===== src/rtl/pipe_mask_params.svh =====
`ifndef PIPE_MASK_PARAMS_SVH
`define PIPE_MASK_PARAMS_SVH

`default_nettype none

// Pipe count and field widths
`define NUM_PIPES   4
`define DT_W        6
`define CNT_W       16
`define WR_MODE_W   2

// Short packet datatype codes
`define DT_FS       6'h00
`define DT_FE       6'h01

// Per-pipe write mode codes
`define WR_MODE_OFF 2'd0
`define WR_MODE_ON  2'd2

// Aggregation mode that enables masking
`define AGGRE_SYNC  2'd1

`default_nettype wire

`endif


===== src/rtl/pipe_mask_pkg.sv =====
`include "pipe_mask_params.svh"

`default_nettype none

package pipe_mask_pkg;

    // Frame start / frame end packet
    typedef struct packed {
        logic [`DT_W-1:0]  datatype;
        logic [`CNT_W-1:0] reserved;
        logic [`CNT_W-1:0] framecount;
    } short_pkt_t;

    // Line packet
    typedef struct packed {
        logic [`DT_W-1:0]  datatype;
        logic [`CNT_W-1:0] linecount;
        logic [`CNT_W-1:0] wordcount;
    } long_pkt_t;

    // One status word per pipe, read either way
    typedef union packed {
        short_pkt_t short_view;
        long_pkt_t  long_view;
    } pkt_word_u;

    typedef enum logic [2:0] {
        INIT, IDLE, STATUS, RECOVER, ADD_FAIL, CLEAR, SCHED
    } seq_state_e;

    typedef enum logic [1:0] {
        PH_IDLE, PH_FS, PH_LONG, PH_FE
    } pkt_phase_e;

endpackage

`default_nettype wire


===== src/rtl/mask_sequencer.sv =====
`timescale 1ns/1ps
`include "pipe_mask_params.svh"

`default_nettype none

module mask_sequencer (
    input  wire                                   clk,
    input  wire                                   rst_n,
    input  wire [`NUM_PIPES-1:0]                  concat_en,
    input  wire [`NUM_PIPES-1:0]                  force_mask,
    input  wire [`NUM_PIPES-1:0]                  auto_mask_en,
    input  wire [`NUM_PIPES-1:0]                  restart_en,
    input  wire [`NUM_PIPES-1:0]                  frame_active,
    input  wire                                   frame_sync_lock,
    input  wire [1:0]                             aggre_mode,
    input  wire                                   latch_reset,
    input  wire [`NUM_PIPES-1:0]                  data_vld,
    input  wire [`NUM_PIPES-1:0]                  pass_bitmap,
    input  wire [`NUM_PIPES-1:0]                  fail_bitmap,
    input  wire                                   end_sch_pulse,
    output logic                                  check_start,
    output logic [`NUM_PIPES-1:0]                 watched,
    output logic [`NUM_PIPES-1:0]                 auto_en,
    output logic                                  in_init,
    output logic [`NUM_PIPES-1:0]                 mask_bitmap,
    output logic [`NUM_PIPES-1:0]                 clear_pulse,
    output logic                                  start_sch_pulse,
    output logic [`NUM_PIPES*`WR_MODE_W-1:0]      wr_mode
);

    import pipe_mask_pkg::*;

    seq_state_e state;
    seq_state_e state_nxt;

    logic [`NUM_PIPES-1:0] force_lat;
    logic [`NUM_PIPES-1:0] auto_lat;
    logic [`NUM_PIPES-1:0] normal;
    logic [`NUM_PIPES-1:0] restart;
    logic [`NUM_PIPES-1:0] mask_nxt;
    logic                  lock_ok;

    // ========================================================================
    // Pipe classes
    // ========================================================================
    assign normal  = ~mask_bitmap & concat_en;
    assign restart = mask_bitmap & restart_en & frame_active;
    assign watched = normal | restart;
    assign auto_en = auto_lat;
    assign in_init = (state == INIT);
    assign lock_ok = (aggre_mode == `AGGRE_SYNC) && frame_sync_lock;

    // Any watched pipe with data starts a check, unless a latch reset is pending
    assign check_start = (state == IDLE) && !latch_reset && |(watched & data_vld);

    // ========================================================================
    // Control FSM
    // ========================================================================
    always_comb begin
        state_nxt = state;
        case (state)
            INIT: begin
                if (lock_ok) begin
                    state_nxt = IDLE;
                end
            end
            IDLE: begin
                if (latch_reset) begin
                    state_nxt = INIT;
                end else if (check_start) begin
                    state_nxt = STATUS;
                end
            end
            STATUS:   state_nxt = RECOVER;
            RECOVER:  state_nxt = ADD_FAIL;
            ADD_FAIL: state_nxt = CLEAR;
            CLEAR: begin
                if (&mask_bitmap) begin
                    state_nxt = INIT;
                end else if (|pass_bitmap) begin
                    state_nxt = SCHED;
                end else begin
                    state_nxt = IDLE;
                end
            end
            SCHED: begin
                if (end_sch_pulse) begin
                    state_nxt = IDLE;
                end
            end
            default: state_nxt = INIT;
        endcase
    end

    always_ff @(posedge clk or negedge rst_n) begin
        if (!rst_n) begin
            state <= INIT;
        end else begin
            state <= state_nxt;
        end
    end

    // Configuration tracks its inputs while in INIT and freezes afterwards
    always_ff @(posedge clk or negedge rst_n) begin
        if (!rst_n) begin
            force_lat <= '0;
            auto_lat  <= '0;
        end else if (state == INIT) begin
            force_lat <= force_mask;
            auto_lat  <= auto_mask_en;
        end
    end

    // ========================================================================
    // Mask bitmap and output pulses
    // ========================================================================
    always_comb begin
        mask_nxt = mask_bitmap;
        case (state)
            INIT:     if (lock_ok) mask_nxt = concat_en & force_lat;
            RECOVER:  mask_nxt = mask_bitmap & ~(restart & pass_bitmap);
            ADD_FAIL: mask_nxt = mask_bitmap | (normal & fail_bitmap);
            default:  mask_nxt = mask_bitmap;
        endcase
    end

    always_ff @(posedge clk or negedge rst_n) begin
        if (!rst_n) begin
            mask_bitmap     <= '1;
            clear_pulse     <= '0;
            start_sch_pulse <= 1'b0;
        end else begin
            mask_bitmap     <= mask_nxt;
            // Clear carries the final mask for one cycle in CLEAR
            clear_pulse     <= (state == ADD_FAIL) ? mask_nxt : '0;
            start_sch_pulse <= (state == CLEAR) && (state_nxt == SCHED);
        end
    end

    // Masked pipes without restart are not written
    always_comb begin
        for (int i = 0; i < `NUM_PIPES; i++) begin
            if (in_init || (mask_bitmap[i] && !restart_en[i])) begin
                wr_mode[i*`WR_MODE_W +: `WR_MODE_W] = `WR_MODE_OFF;
            end else begin
                wr_mode[i*`WR_MODE_W +: `WR_MODE_W] = `WR_MODE_ON;
            end
        end
    end

endmodule

`default_nettype wire


===== src/rtl/pipe_mask_top.sv =====
`timescale 1ns/1ps
`include "pipe_mask_params.svh"

`default_nettype none

module pipe_mask_top (
    input  wire                               clk,
    input  wire                               rst_n,
    input  wire [`NUM_PIPES-1:0]              concat_en,
    input  wire [`NUM_PIPES-1:0]              force_mask,
    input  wire [`NUM_PIPES-1:0]              auto_mask_en,
    input  wire [`NUM_PIPES-1:0]              restart_en,
    input  wire [`NUM_PIPES-1:0]              frame_active,
    input  wire                               frame_sync_lock,
    input  wire [1:0]                         aggre_mode,
    input  wire                               latch_reset,
    input  wire [`NUM_PIPES-1:0]              data_vld,
    input  wire pipe_mask_pkg::pkt_word_u     data_0,
    input  wire pipe_mask_pkg::pkt_word_u     data_1,
    input  wire pipe_mask_pkg::pkt_word_u     data_2,
    input  wire pipe_mask_pkg::pkt_word_u     data_3,
    input  wire [`CNT_W-1:0]                  lines_per_frame,
    input  wire [`DT_W-1:0]                   long_datatype,
    input  wire                               check_framecount,
    input  wire                               check_linecount,
    input  wire                               end_sch_pulse,
    output wire [`NUM_PIPES-1:0]              mask_bitmap,
    output wire [`NUM_PIPES-1:0]              clear_pulse,
    output wire                               start_sch_pulse,
    output wire [`NUM_PIPES*`WR_MODE_W-1:0]   wr_mode,
    output wire [`NUM_PIPES-1:0]              status_pass_bitmap,
    output wire [`CNT_W-1:0]                  local_framecount,
    output wire [`CNT_W-1:0]                  local_linecount,
    output wire [`DT_W-1:0]                   local_pkt_datatype
);

    import pipe_mask_pkg::*;

    pkt_word_u             pipe_data [`NUM_PIPES];
    wire [`CNT_W-1:0]      exp_count;
    wire                   count_check;
    wire                   exp_is_long;
    wire                   check_start;
    wire                   in_init;
    wire [`NUM_PIPES-1:0]  watched;
    wire [`NUM_PIPES-1:0]  auto_en;
    wire [`NUM_PIPES-1:0]  fail_bitmap;

    assign pipe_data[0] = data_0;
    assign pipe_data[1] = data_1;
    assign pipe_data[2] = data_2;
    assign pipe_data[3] = data_3;

    // Expected packet, advanced by each schedule start
    pkt_expect_tracker u_tracker (
        .clk              (clk),
        .rst_n            (rst_n),
        .in_init          (in_init),
        .sched_start      (start_sch_pulse),
        .lines_per_frame  (lines_per_frame),
        .long_datatype    (long_datatype),
        .check_framecount (check_framecount),
        .check_linecount  (check_linecount),
        .exp_datatype     (local_pkt_datatype),
        .exp_count        (exp_count),
        .count_check      (count_check),
        .exp_is_long      (exp_is_long),
        .framecount       (local_framecount),
        .linecount        (local_linecount)
    );

    for (genvar i = 0; i < `NUM_PIPES; i++) begin : g_lane
        pipe_status_lane u_lane (
            .clk          (clk),
            .rst_n        (rst_n),
            .check_start  (check_start),
            .watched      (watched[i]),
            .auto_en      (auto_en[i]),
            .data_vld     (data_vld[i]),
            .data         (pipe_data[i]),
            .exp_datatype (local_pkt_datatype),
            .exp_count    (exp_count),
            .count_check  (count_check),
            .exp_is_long  (exp_is_long),
            .pass         (status_pass_bitmap[i]),
            .fail         (fail_bitmap[i])
        );
    end

    mask_sequencer u_sequencer (
        .clk             (clk),
        .rst_n           (rst_n),
        .concat_en       (concat_en),
        .force_mask      (force_mask),
        .auto_mask_en    (auto_mask_en),
        .restart_en      (restart_en),
        .frame_active    (frame_active),
        .frame_sync_lock (frame_sync_lock),
        .aggre_mode      (aggre_mode),
        .latch_reset     (latch_reset),
        .data_vld        (data_vld),
        .pass_bitmap     (status_pass_bitmap),
        .fail_bitmap     (fail_bitmap),
        .end_sch_pulse   (end_sch_pulse),
        .check_start     (check_start),
        .watched         (watched),
        .auto_en         (auto_en),
        .in_init         (in_init),
        .mask_bitmap     (mask_bitmap),
        .clear_pulse     (clear_pulse),
        .start_sch_pulse (start_sch_pulse),
        .wr_mode         (wr_mode)
    );

endmodule

`default_nettype wire


===== src/rtl/pipe_status_lane.sv =====
`timescale 1ns/1ps
`include "pipe_mask_params.svh"

`default_nettype none

module pipe_status_lane (
    input  wire                      clk,
    input  wire                      rst_n,
    input  wire                      check_start,
    input  wire                      watched,
    input  wire                      auto_en,
    input  wire                      data_vld,
    input  wire pipe_mask_pkg::pkt_word_u data,
    input  wire [`DT_W-1:0]          exp_datatype,
    input  wire [`CNT_W-1:0]         exp_count,
    input  wire                      count_check,
    input  wire                      exp_is_long,
    output logic                     pass,
    output logic                     fail
);

    logic [`DT_W-1:0]  rx_datatype;
    logic [`CNT_W-1:0] rx_count;
    logic              match;
    logic              pass_now;

    // Pick the view that the expected phase calls for
    assign rx_datatype = exp_is_long ? data.long_view.datatype : data.short_view.datatype;
    assign rx_count    = exp_is_long ? data.long_view.linecount : data.short_view.framecount;

    assign match    = (rx_datatype == exp_datatype) &&
                      (!count_check || (rx_count == exp_count));
    assign pass_now = watched && data_vld && match;

    // Verdict held until the next check
    always_ff @(posedge clk or negedge rst_n) begin
        if (!rst_n) begin
            pass <= 1'b0;
            fail <= 1'b0;
        end else if (check_start) begin
            pass <= pass_now;
            fail <= watched && auto_en && !pass_now;
        end
    end

endmodule

`default_nettype wire


===== src/rtl/pkt_expect_tracker.sv =====
`timescale 1ns/1ps
`include "pipe_mask_params.svh"

`default_nettype none

module pkt_expect_tracker (
    input  wire               clk,
    input  wire               rst_n,
    input  wire               in_init,
    input  wire               sched_start,
    input  wire [`CNT_W-1:0]  lines_per_frame,
    input  wire [`DT_W-1:0]   long_datatype,
    input  wire               check_framecount,
    input  wire               check_linecount,
    output logic [`DT_W-1:0]  exp_datatype,
    output logic [`CNT_W-1:0] exp_count,
    output logic              count_check,
    output logic              exp_is_long,
    output logic [`CNT_W-1:0] framecount,
    output logic [`CNT_W-1:0] linecount
);

    import pipe_mask_pkg::*;

    pkt_phase_e phase;
    pkt_phase_e phase_nxt;

    // ========================================================================
    // Expected packet phase runs FS, lines 0..N, FE
    // ========================================================================
    always_comb begin
        phase_nxt = phase;
        case (phase)
            PH_IDLE: phase_nxt = PH_FS;
            PH_FS:   if (sched_start) phase_nxt = PH_LONG;
            PH_LONG: if (sched_start && (linecount == lines_per_frame)) phase_nxt = PH_FE;
            PH_FE:   if (sched_start) phase_nxt = PH_FS;
            default: phase_nxt = PH_IDLE;
        endcase
    end

    always_ff @(posedge clk or negedge rst_n) begin
        if (!rst_n) begin
            phase <= PH_IDLE;
        end else if (in_init) begin
            phase <= PH_IDLE;
        end else begin
            phase <= phase_nxt;
        end
    end

    // Line count restarts at frame start
    always_ff @(posedge clk or negedge rst_n) begin
        if (!rst_n) begin
            linecount <= '0;
        end else if (sched_start && (phase == PH_FS)) begin
            linecount <= '0;
        end else if (sched_start && (phase == PH_LONG)) begin
            linecount <= linecount + 1'b1;
        end
    end

    always_ff @(posedge clk or negedge rst_n) begin
        if (!rst_n) begin
            framecount <= '0;
        end else if (in_init) begin
            framecount <= '0;
        end else if (sched_start && (phase == PH_FE)) begin
            framecount <= framecount + 1'b1;
        end
    end

    // ========================================================================
    // Expected packet broadcast to the lanes
    // ========================================================================
    assign exp_is_long  = (phase == PH_LONG);
    assign exp_datatype = (phase == PH_FE)   ? `DT_FE :
                          (phase == PH_LONG) ? long_datatype : `DT_FS;
    assign exp_count    = (phase == PH_LONG) ? linecount : framecount;
    // Short phases check the frame count, the long phase the line count
    assign count_check  = (((phase == PH_FS) || (phase == PH_FE)) && check_framecount) ||
                          (exp_is_long && check_linecount);

endmodule

`default_nettype wire


===== config.mk =====
export PLATFORM = sky130hd
export DESIGN_NAME = pipe_mask_top
export DESIGN_NICKNAME = d
export VERILOG_FILES = /design/src/rtl/pipe_mask_pkg.sv /design/src/rtl/mask_sequencer.sv /design/src/rtl/pipe_mask_top.sv /design/src/rtl/pipe_status_lane.sv /design/src/rtl/pkt_expect_tracker.sv
export VERILOG_INCLUDE_DIRS = /design/src /design/src/rtl
export SDC_FILE = /design/constraint.sdc
export NUM_CORES = 1
export LEC_CHECK = 0
export BUFFER_PORTS_ARGS = -buffer_cell sky130_fd_sc_hd__buf_2
export CAP_MARGIN = 40
export CORE_MARGIN = 3
export CORE_UTILIZATION = 40
export DETAILED_ROUTE_END_ITERATION = 12
export PLACE_DENSITY = 0.71
export SYNTH_ARGS = -nofsm -noshare
export SYNTH_HDL_FRONTEND = slang
export SYNTH_SLANG_ARGS = --single-unit

===== constraint.sdc =====
create_clock -name clk -period 2.46 [get_ports clk]
set_clock_uncertainty 0.05 [all_clocks]
set_input_delay 0.246 -clock clk [delete_from_list [all_inputs] [get_ports clk]]
set_output_delay 0.246 -clock clk [all_outputs]
set_load 0.005 [all_outputs]

==> results of run 1 <==
## stage by stage
step	power (mW)	setup slack [ns]
after detailed placement	2.92	0.105
after floorplan	2.25	0.400
after global routing	4.36	0.00927
after global placement	2.90	0.159
after CTS	4.11	0.0795
final	4.09	0.0936
## area by class of cell
type,count,share of cell area (%)
Clock buffer,11,3.31
Clock inverter,5,0.477
Inverter,16,0.818
Multi-Input combinational cell,531,49.9
Sequential cell,62,21.2
Tap cell,176,3.00
Timing Repair Buffer,295,21.3
## cell usage after synthesis (3+ instances only)
cell      instances  area, µm²
inv_1            16       60.1
clkbuf_1         42        158
xor2_1           31        272
buf_2             6       30.0
ha_1              5       62.6
mux2i_1           4       40.0
nand4_1          41        257
xnor2_1         149       1310
a31oi_1          14       87.6
and2_1            7       43.8
o32ai_1          11       96.3
nand2_1          61        229
a32oi_1           3       26.3
a21boi_0          3       22.5
dfrtp_1          58       1450
buf_4             9       67.6
and4_1            5       43.8
and3_1            9       56.3
o21ai_0          12       60.1
nor2_1           59        221
o21bai_1          3       22.5
nor2b_1           3       18.8
a32o_1            5       50.1
or3_1             6       37.5
nand2b_1          6       37.5
nor4bb_1          9       90.1
o21a_1            4       30.0
o22ai_1           5       31.3
dfstp_2           4        105
nor3_1            6       30.0
a21oi_1          13       65.1
nor4_1           13       81.3
nand3_1          14       70.1
## kinds of logic after synthesis
| group | after synthesis | synth area share, % |
|---|---|---|
| compound gates | 94 | 12.5 |
| xor+xnor | 180 | 28.5 |
| fa+ha+maj | 5 | 1.13 |
| buf+inv | 76 | 6.05 |
| flops | 62 | 28.2 |
| mux | 4 | 0.725 |
| other cells | 1 | 0.0679 |
| simple gates | 244 | 22.8 |
## path summary, 6_finish.rpt
| kind | endpoint | start | slack (ns) | depth (start not counted) |
|---|---|---|---|---|
| max | g_lane[3].u_lane.fail$_DFFE_PN0P_ | u_tracker.linecount[4]$_DFFE_PN0P_ | 0.09 | 8 |
| min | u_sequencer.force_lat[0]$_DFFE_PN0N_ | force_mask[0] | 0.06 | 3 |
| max reg2reg | g_lane[3].u_lane.fail$_DFFE_PN0P_ | u_tracker.linecount[4]$_DFFE_PN0P_ | 0.09 | 8 |
| min reg2reg | u_sequencer.auto_en[2]$_DFFE_PN0N_ | u_sequencer.auto_en[2]$_DFFE_PN0N_ | 0.44 | 2 |
| max in group asynchronous | u_tracker.phase[1]$_DFFE_PN0P_ | rst_n | 1.27 | 3 |
| min in group asynchronous | u_sequencer.state[2]$_DFF_PN0_ | rst_n | 0.32 | 2 |
## per-layer routing
metal / vias to the layer above / wire, µm / part of all wire (%)
met5: - / 13 / 0.069
met4: 2 / 386 / 2.1
met3: 28 / 1450 / 7.7
met2: 246 / 9400 / 50
met1: 2723 / 7480 / 40
li1: 2799 / - / -
## flip-flops by register name (all words and copies together) (netlist names)
signal                       count
g_lane.u_lane.fail               4
g_lane.u_lane.pass               4
u_sequencer.auto_en              4
u_sequencer.clear_pulse          4
u_sequencer.force_lat            4
u_sequencer.mask_bitmap          4
u_sequencer.start_sch_pulse      1
u_sequencer.state                3
u_tracker.framecount            16
u_tracker.linecount             16
u_tracker.phase                  2
## worst min-delay path, delay by kind of cell
family | cells | cell delay, ns
and+or+nand+nor | 2 | 0.09
buffers and inverters | 1 | 0.07
## where the power goes
part           total (mW)  internal [mW]  switching, mW
Combinational        1.57          0.704          0.868
Sequential           1.35           1.20          0.151
Clock                1.16          0.706          0.457
## repair_timing
item                                   in CTS  in global routing
resized for setup                           0                  3
endpoints found under the hold margin      10                  0
setup buffers                               0                  0
setup endpoints to repair                   0                  6
hold buffers                                1                  0
==> flow_summary.toml, run 1 <==
[drt]
drc = 0
drt-wirelength-per-cell_um = 17.1
first_pass_iters = 5
wl_um = 18700
ant_nets = 0
avgViaCountPerCell = 5.29
first_iter_violations = 283
vias = 5798

[timing]
tightestPinTransition_ns = 0.609
fin_crit_sh_pct = 96.2
relSlewSlack_pct = 59.0
holdWs_ns = 0.0606
min_period_ns = 2.37
fmax_mhz = 423
hold_viol = 0
setup_viol = 0
rsz0062_at_grt = "false"
fin_setup_tns_ns = 0
slew_viol_final = 0

[cells_and_area]
stdcell_area_mm2 = 0.00734
diodes = 0
multi_input_area_mm2 = 0.00366
fin_cells = 1096
drive_gt1_share_pct = 35.1
mostFrequentLayoutCell = "buf_2"
final_nets = 1127
regArea_mm2 = 0.00156
layout_common_cells = "buf_2 (261), xnor2_1 (149), nand2_1 (61)"
syn_to_final_growth_pct = 32.8
fillers = 1303
fin_util_pct = 54.8

[logic_synthesis]
synth_cell_types = 57
synth_edf_count = 0
syn_avg_cell_area_um2 = 8.30
synth_top_flop_cell = "dfrtp_1"
seq_area_frac_synth_pct = 28.2
syn_area_mm2 = 0.00553
ys_ff_latch = 62
yosysWarningCount = 0
syn_inst = 666
async_flop_share_pct = 100

[hold_path]
hold_path_class = "in -> reg"

[clocking]
cts_sinks = 62
cts_buffers = 9
cts_buffer_depth = 2
cts_root_buffer = "clkbuf_16"
tritoncts = "yes"
htreeDepth = 3
clk_latency_ns = 0.33
cts.clk_slew.worst_paths_ns = 0.06

[grt]
met1_usage_pct = 28.8
grt_use_met3_pct = 5.40
antenna_found_initial = 1
grt_pass1_wl_um = 28000
track_usage_pct = 23.7
grt_pass1_vias = 5711
overflow = 0
grt_max_degree = 35
use_met2_pct = 41.2
top_usage_layer = "met2"

[critical_path]
max_stage_delay_ns = 0.49
critPathKind = "reg -> reg"
crit_required_ns = 2.62
setup.worst_path.start_class = "register"
crit_top_cell = "buf_4"
crit_buf_inv = 2
crit_slowest_cell = "dfrtp_1"
worstPathCellList = "buf_4 -> xnor2_1 -> nand4_1 -> nor4_1 -> buf_4 -> o22ai_1 -> o21bai_1 -> a22o_1"
worstPathArrival_ns = 2.53
crit_family = "simple AND/OR/NAND/NOR gates"
endpoint_kind = "register"
path_max_fanout = 8

[power_and_ir_drop]
p_leak_nw = 3.39
power_density_mw_per_mm2 = 557
ir_drop_uv = 419

[placed_design]
dp.cells = 1079
placed_cell_area_mm2 = 0.00704
hpwl_um = 15200
io_buffers = 261
place_congestion = 0.910

[run_status]
status = "completed"

[die]
die_area_mm2 = 0.0153
num_rows = 42
io_pins = 266
core_area_mm2 = 0.0134
die_w_um = 124
initial_utilization_pct = 41.2
die_h_um = 124

[job]
max_cap_viol_count = 0
Power figures use the tool's default switching activity.
==> inputs of run 2 (changes only) <==
==> constraint.sdc (replaced) <==
create_clock -name clk -period 2.46 [get_ports clk]
set_clock_uncertainty 0.05 [all_clocks]
set_input_delay 0.492 -clock clk [delete_from_list [all_inputs] [get_ports clk]]
set_output_delay 0.492 -clock clk [all_outputs]
set_load 0.005 [all_outputs]
==> flow_summary.toml, run 2 (synthesis gave the netlist of run 1 again) <==
[timing]
hold_viol = 0
fmax_mhz = 432
rsz0062_at_grt = "false"
fin_crit_sh_pct = 94.1
min_period_ns = 2.32
relSlewSlack_pct = 62.7
slew_viol_final = 0
tightestPinTransition_ns = 0.559
fin_ws_ns = 0.144
setup_viol = 0
fin_setup_tns_ns = 0

[cells_and_area]
mostFrequentLayoutCell = "buf_2"
syn_to_final_growth_pct = 33.0
reg_top3 = "u_tracker.framecount (16), u_tracker.linecount (16)"
layout_common_cells = "buf_2 (261), xnor2_1 (149), nand2_1 (61)"
fillers = 1311
final_nets = 1123
fin_util_pct = 54.8
drive_gt1_share_pct = 34.9

[critical_path]
path_max_fanout = 9
rr_endpoint = "g_lane[0].u_lane.fail$_DFFE_PN0P_"
critPathKind = "reg -> out"
worstPathCellList = "inv_1 -> ha_2 -> buf_4 -> nor2b_2 -> buf_4 -> and2_1 -> buf_2"
max_stage_delay_ns = 0.41
setup.worst_path.start_class = "register"
rr_startpoint = "u_tracker.linecount[6]$_DFFE_PN0P_"
endpoint_kind = "output pin"
rrSetupSlack_ns = 0.18
crit_slowest_cell = "dfrtp_1"
ff2ff_path_depth = 7
crit_required_ns = 1.92
crit_top_cell = "buf_4"
worstPathArrival_ns = 1.77

[die]
die_h_um = 124
io_pins = 266
initial_utilization_pct = 41.2
die_w_um = 124
core_area_mm2 = 0.0134
num_rows = 42
die_area_mm2 = 0.0153

[drt]
first_iter_violations = 226
drt-wirelength-per-cell_um = 16.7
first_pass_iters = 5
wl_um = 18300
avgViaCountPerCell = 5.17
drc = 0
vias = 5652
ant_nets = 0

[job]
max_cap_viol_count = 0

[grt]
top_usage_layer = "met2"
use_met2_pct = 40.1
grt_max_degree = 41
track_usage_pct = 23.2
antenna_found_initial = 1
grt_use_met3_pct = 4.76
met1_usage_pct = 29.0
grt_pass1_vias = 5464
overflow = 0
grt_pass1_wl_um = 27200

[clocking]
cts_root_buffer = "clkbuf_16"
cts_buffer_depth = 2
tritoncts = "yes"
htreeDepth = 3
cts_buffers = 9
cts.clk_slew.worst_paths_ns = 0.06
cts_sinks = 62
clk_latency_ns = 0.33
cts_hold_buf = 0

[power_and_ir_drop]
ir_drop_uv = 331
p_leak_nw = 3.40
power_density_mw_per_mm2 = 567
p_total_mw = 4.17

[run_status]
status = "completed"

[placed_design]
hpwl_um = 15000
place_congestion = 0.921
io_buffers = 261
pre_cts_ws_ns = 0.116

[hold_path]
hold_path_class = "in -> async"
==> run 2: worst max-delay path: cells and delay by family, from the launching register on <==
family,cells,cell delay (ns)
flip-flops,1,0.41
adder cells (fa/ha/maj),1,0.26
AND/OR/NAND/NOR,2,0.29
buffers and inverters,4,0.48
==> run 2: how the worst max path moves through the flow <==
stage | to | cells after the start | startpoint | slack (ns)
after global placement | g_lane[1].u_lane.fail$_DFFE_PN0P_ | 7 | restart_en[3] | 0.12
after detailed placement | g_lane[1].u_lane.fail$_DFFE_PN0P_ | 8 | u_tracker.phase[0]$_DFFE_PN0P_ | 0.12
after CTS | local_pkt_datatype[2] | 7 | u_tracker.phase[0]$_DFFE_PN0P_ | 0.08
final | local_pkt_datatype[2] | 7 | u_tracker.phase[0]$_DFFE_PN0P_ | 0.14
after floorplan | g_lane[1].u_lane.fail$_DFFE_PN0P_ | 6 | u_sequencer.mask_bitmap[1]$_DFF_PN1_ | 0.40
after global routing | local_pkt_datatype[2] | 7 | u_tracker.phase[0]$_DFFE_PN0P_ | 0.005
==> run 2: layer usage <==
layer,vias up,routed length (µm)
li1,2794,-
met1,2633,7780
met2,206,9100
met3,19,1100
met4,0,301
met5,-,0
==> run 2: area by class of cell <==
type | count | area [µm²] | share of cell area (%)
antenna | 2 | 5.00 | 0.0681
clock buffer | 12 | 246 | 3.35
clock inverter | 4 | 47.5 | 0.647
inverter | 16 | 60.1 | 0.817
multi-input combinational | 531 | 3670 | 49.9
sequential | 62 | 1560 | 21.2
tap | 176 | 220 | 3.00
timing repair buffer | 291 | 1540 | 21.0
==> run 2: repair_timing <==
item | in CTS | in global routing
buffers inserted | 0 | 0
endpoints found under the setup margin | 3 | 7
gates resized for setup | 1 | 4
==> run 2: power breakdown <==
group / switching, mW / leakage, nW / internal, mW / total (mW)
Clock: 0.441 / 0.143 / 0.808 / 1.25
Sequential: 0.169 / 0.819 / 1.20 / 1.37
Combinational: 0.845 / 2.44 / 0.703 / 1.55
Total: 1.45 / 3.40 / 2.71 / 4.17
==> run 2: per-stage QoR <==
step	area [µm²]	hold slack, ns	std cells
after floorplan	5540	0.146	669
after global placement	7030	0.414	1076
after detailed placement	7030	0.413	1076
after CTS	7330	0.115	1092
after global routing	7340	0.131	1093
final	7350	0.100	1094
==> inputs of run 3 (changes only) <==
Settings changed: CTS_BUF_LIST from default to sky130_fd_sc_hd__clkbuf_8 sky130_fd_sc_hd__clkbuf_16.
==> flow_summary.toml, run 3 (synthesis gave the netlist of run 1 again) <==
[timing]
relSlewSlack_pct = 62.7
tightestPinTransition_ns = 0.559
rsz0062_at_grt = "false"
min_period_ns = 2.32
fin_setup_tns_ns = 0
setup_viol = 0
slew_viol_final = 0
fmax_mhz = 432
hold_viol = 0
fin_crit_sh_pct = 94.2

[clocking]
post_cts_resized = 1
tritoncts = "yes"
clk_latency_ns = 0.33
cts_hold_buf = 0
cts_sinks = 62
cts_buffers = 9
cts_setup_buffers = 0
cts_buffer_depth = 2
cts.clk_slew.worst_paths_ns = 0.06
htreeDepth = 3
cts_root_buffer = "clkbuf_16"

[critical_path]
setup.worst_path.start_class = "register"
crit_family = "buffers and inverters"
critPathKind = "reg -> out"
crit_start = "u_tracker.phase[0]$_DFFE_PN0P_"
rr_startpoint = "u_tracker.linecount[6]$_DFFE_PN0P_"
worstPathCellList = "inv_1 -> ha_2 -> buf_4 -> nor2b_2 -> buf_4 -> and2_1 -> buf_2"
crit_slowest_cell = "dfrtp_1"
crit_top_cell = "buf_4"
max_stage_delay_ns = 0.41
path_max_fanout = 9
crit_required_ns = 1.92
crit_buf_inv = 4
worstPathArrival_ns = 1.78
endpoint_kind = "output pin"

[drt]
first_iter_violations = 229
ant_nets = 0
vias = 5654
topRoutingLayerUsed = "met4"
route.met3.wl_um = 1100
first_pass_iters = 5
wl_um = 18300
wl_met2_um = 9090
wl_met1_um = 7780
drt-wirelength-per-cell_um = 16.7
drc = 0
avgViaCountPerCell = 5.17

[cells_and_area]
stdcell_area_mm2 = 0.00735
layout_common_cells = "buf_2 (261), xnor2_1 (149), nand2_1 (61)"
mostFrequentLayoutCell = "buf_2"
syn_to_final_growth_pct = 33.0
drive_gt1_share_pct = 34.9
reg_top3 = "u_tracker.framecount (16), u_tracker.linecount (16)"
final_nets = 1123
fin_cells = 1094

[grt]
track_usage_pct = 23.2
grt_pass1_vias = 5464
grt_max_degree = 41
antenna_found_initial = 1
overflow = 0
grt_pass1_wl_um = 27200

[die]
num_rows = 42
initial_utilization_pct = 41.2
die_h_um = 124
die_area_mm2 = 0.0153
core_area_mm2 = 0.0134
die_w_um = 124
io_pins = 266

[power_and_ir_drop]
p_leak_nw = 3.41
power_density_mw_per_mm2 = 566
ir_drop_uv = 332

[run_status]
status = "completed"

[placed_design]
placed_cell_area_mm2 = 0.00703
hpwl_um = 15000
place_congestion = 0.921
dp.cells = 1076
io_buffers = 261

[hold_path]
hold_path_class = "in -> async"

[job]
max_cap_viol_count = 0
## run 3: changes by cell type in the layout (fill, tap and decap cells not counted), sizes merged
| cell | delta |
|---|---|
| clkbuf | -2 |
| inv | +2 |
## run 3: metrics by stage
stage	utilization (%)	total power [mW]	hold WS [ns]	worst slack, ns
6_report	54.8	4.16	0.0991	0.143
2_1_floorplan	-	2.25	0.146	0.400
3_5_place_dp	52.5	2.91	0.413	0.116
3_3_place_gp	52.5	2.90	0.414	0.119
4_1_cts	54.7	4.18	0.115	0.0817
5_1_grt	54.8	4.44	0.131	0.00549
## run 3: cell type report
type,instances,area [µm²]
tap,176,220
antenna,2,5.00
inverter,16,60.1
fill,1311,6050
multi-input combinational,531,3670
clock inverter,6,55.1
timing repair buffer,291,1540
sequential,62,1560
clock buffer,10,239
## run 3: layer usage
layer	vias to the layer above	global-route usage, %
li1	2794	-
met1	2633	29.0
met2	206	40.1
met3	21	4.76
met4	0	7.54
met5	-	0
## run 3: final timing paths
path	slack [ns]	cells after the start	end
worst max-delay path	0.14	7	local_pkt_datatype[2]
worst min-delay path	0.1	1	u_sequencer.clear_pulse[3]$_DFF_PN0_
worst max register to register	0.18	7	g_lane[0].u_lane.fail$_DFFE_PN0P_
worst min register to register	0.44	2	u_sequencer.force_lat[0]$_DFFE_PN0N_
max in group asynchronous	1.64	2	u_tracker.linecount[5]$_DFFE_PN0P_
min in group clk	0.31	3	u_sequencer.auto_en[2]$_DFFE_PN0N_
## run 3: power by group
part           leakage, nW  internal (mW)  total, mW  switching, mW
combinational         2.44          0.703       1.55          0.845
clock                0.151          0.800       1.24          0.444
sequential           0.819           1.20       1.37          0.169
## run 3: worst register-to-register path: stages (launching register included)
cell and delay [ns]:
dfrtp_1 0.65, xnor2_1 0.18, nand4_1 0.11, nor4_1 0.48
buf_4 0.20, o22ai_1 0.06, o21bai_1 0.18, a32o_1 0.25
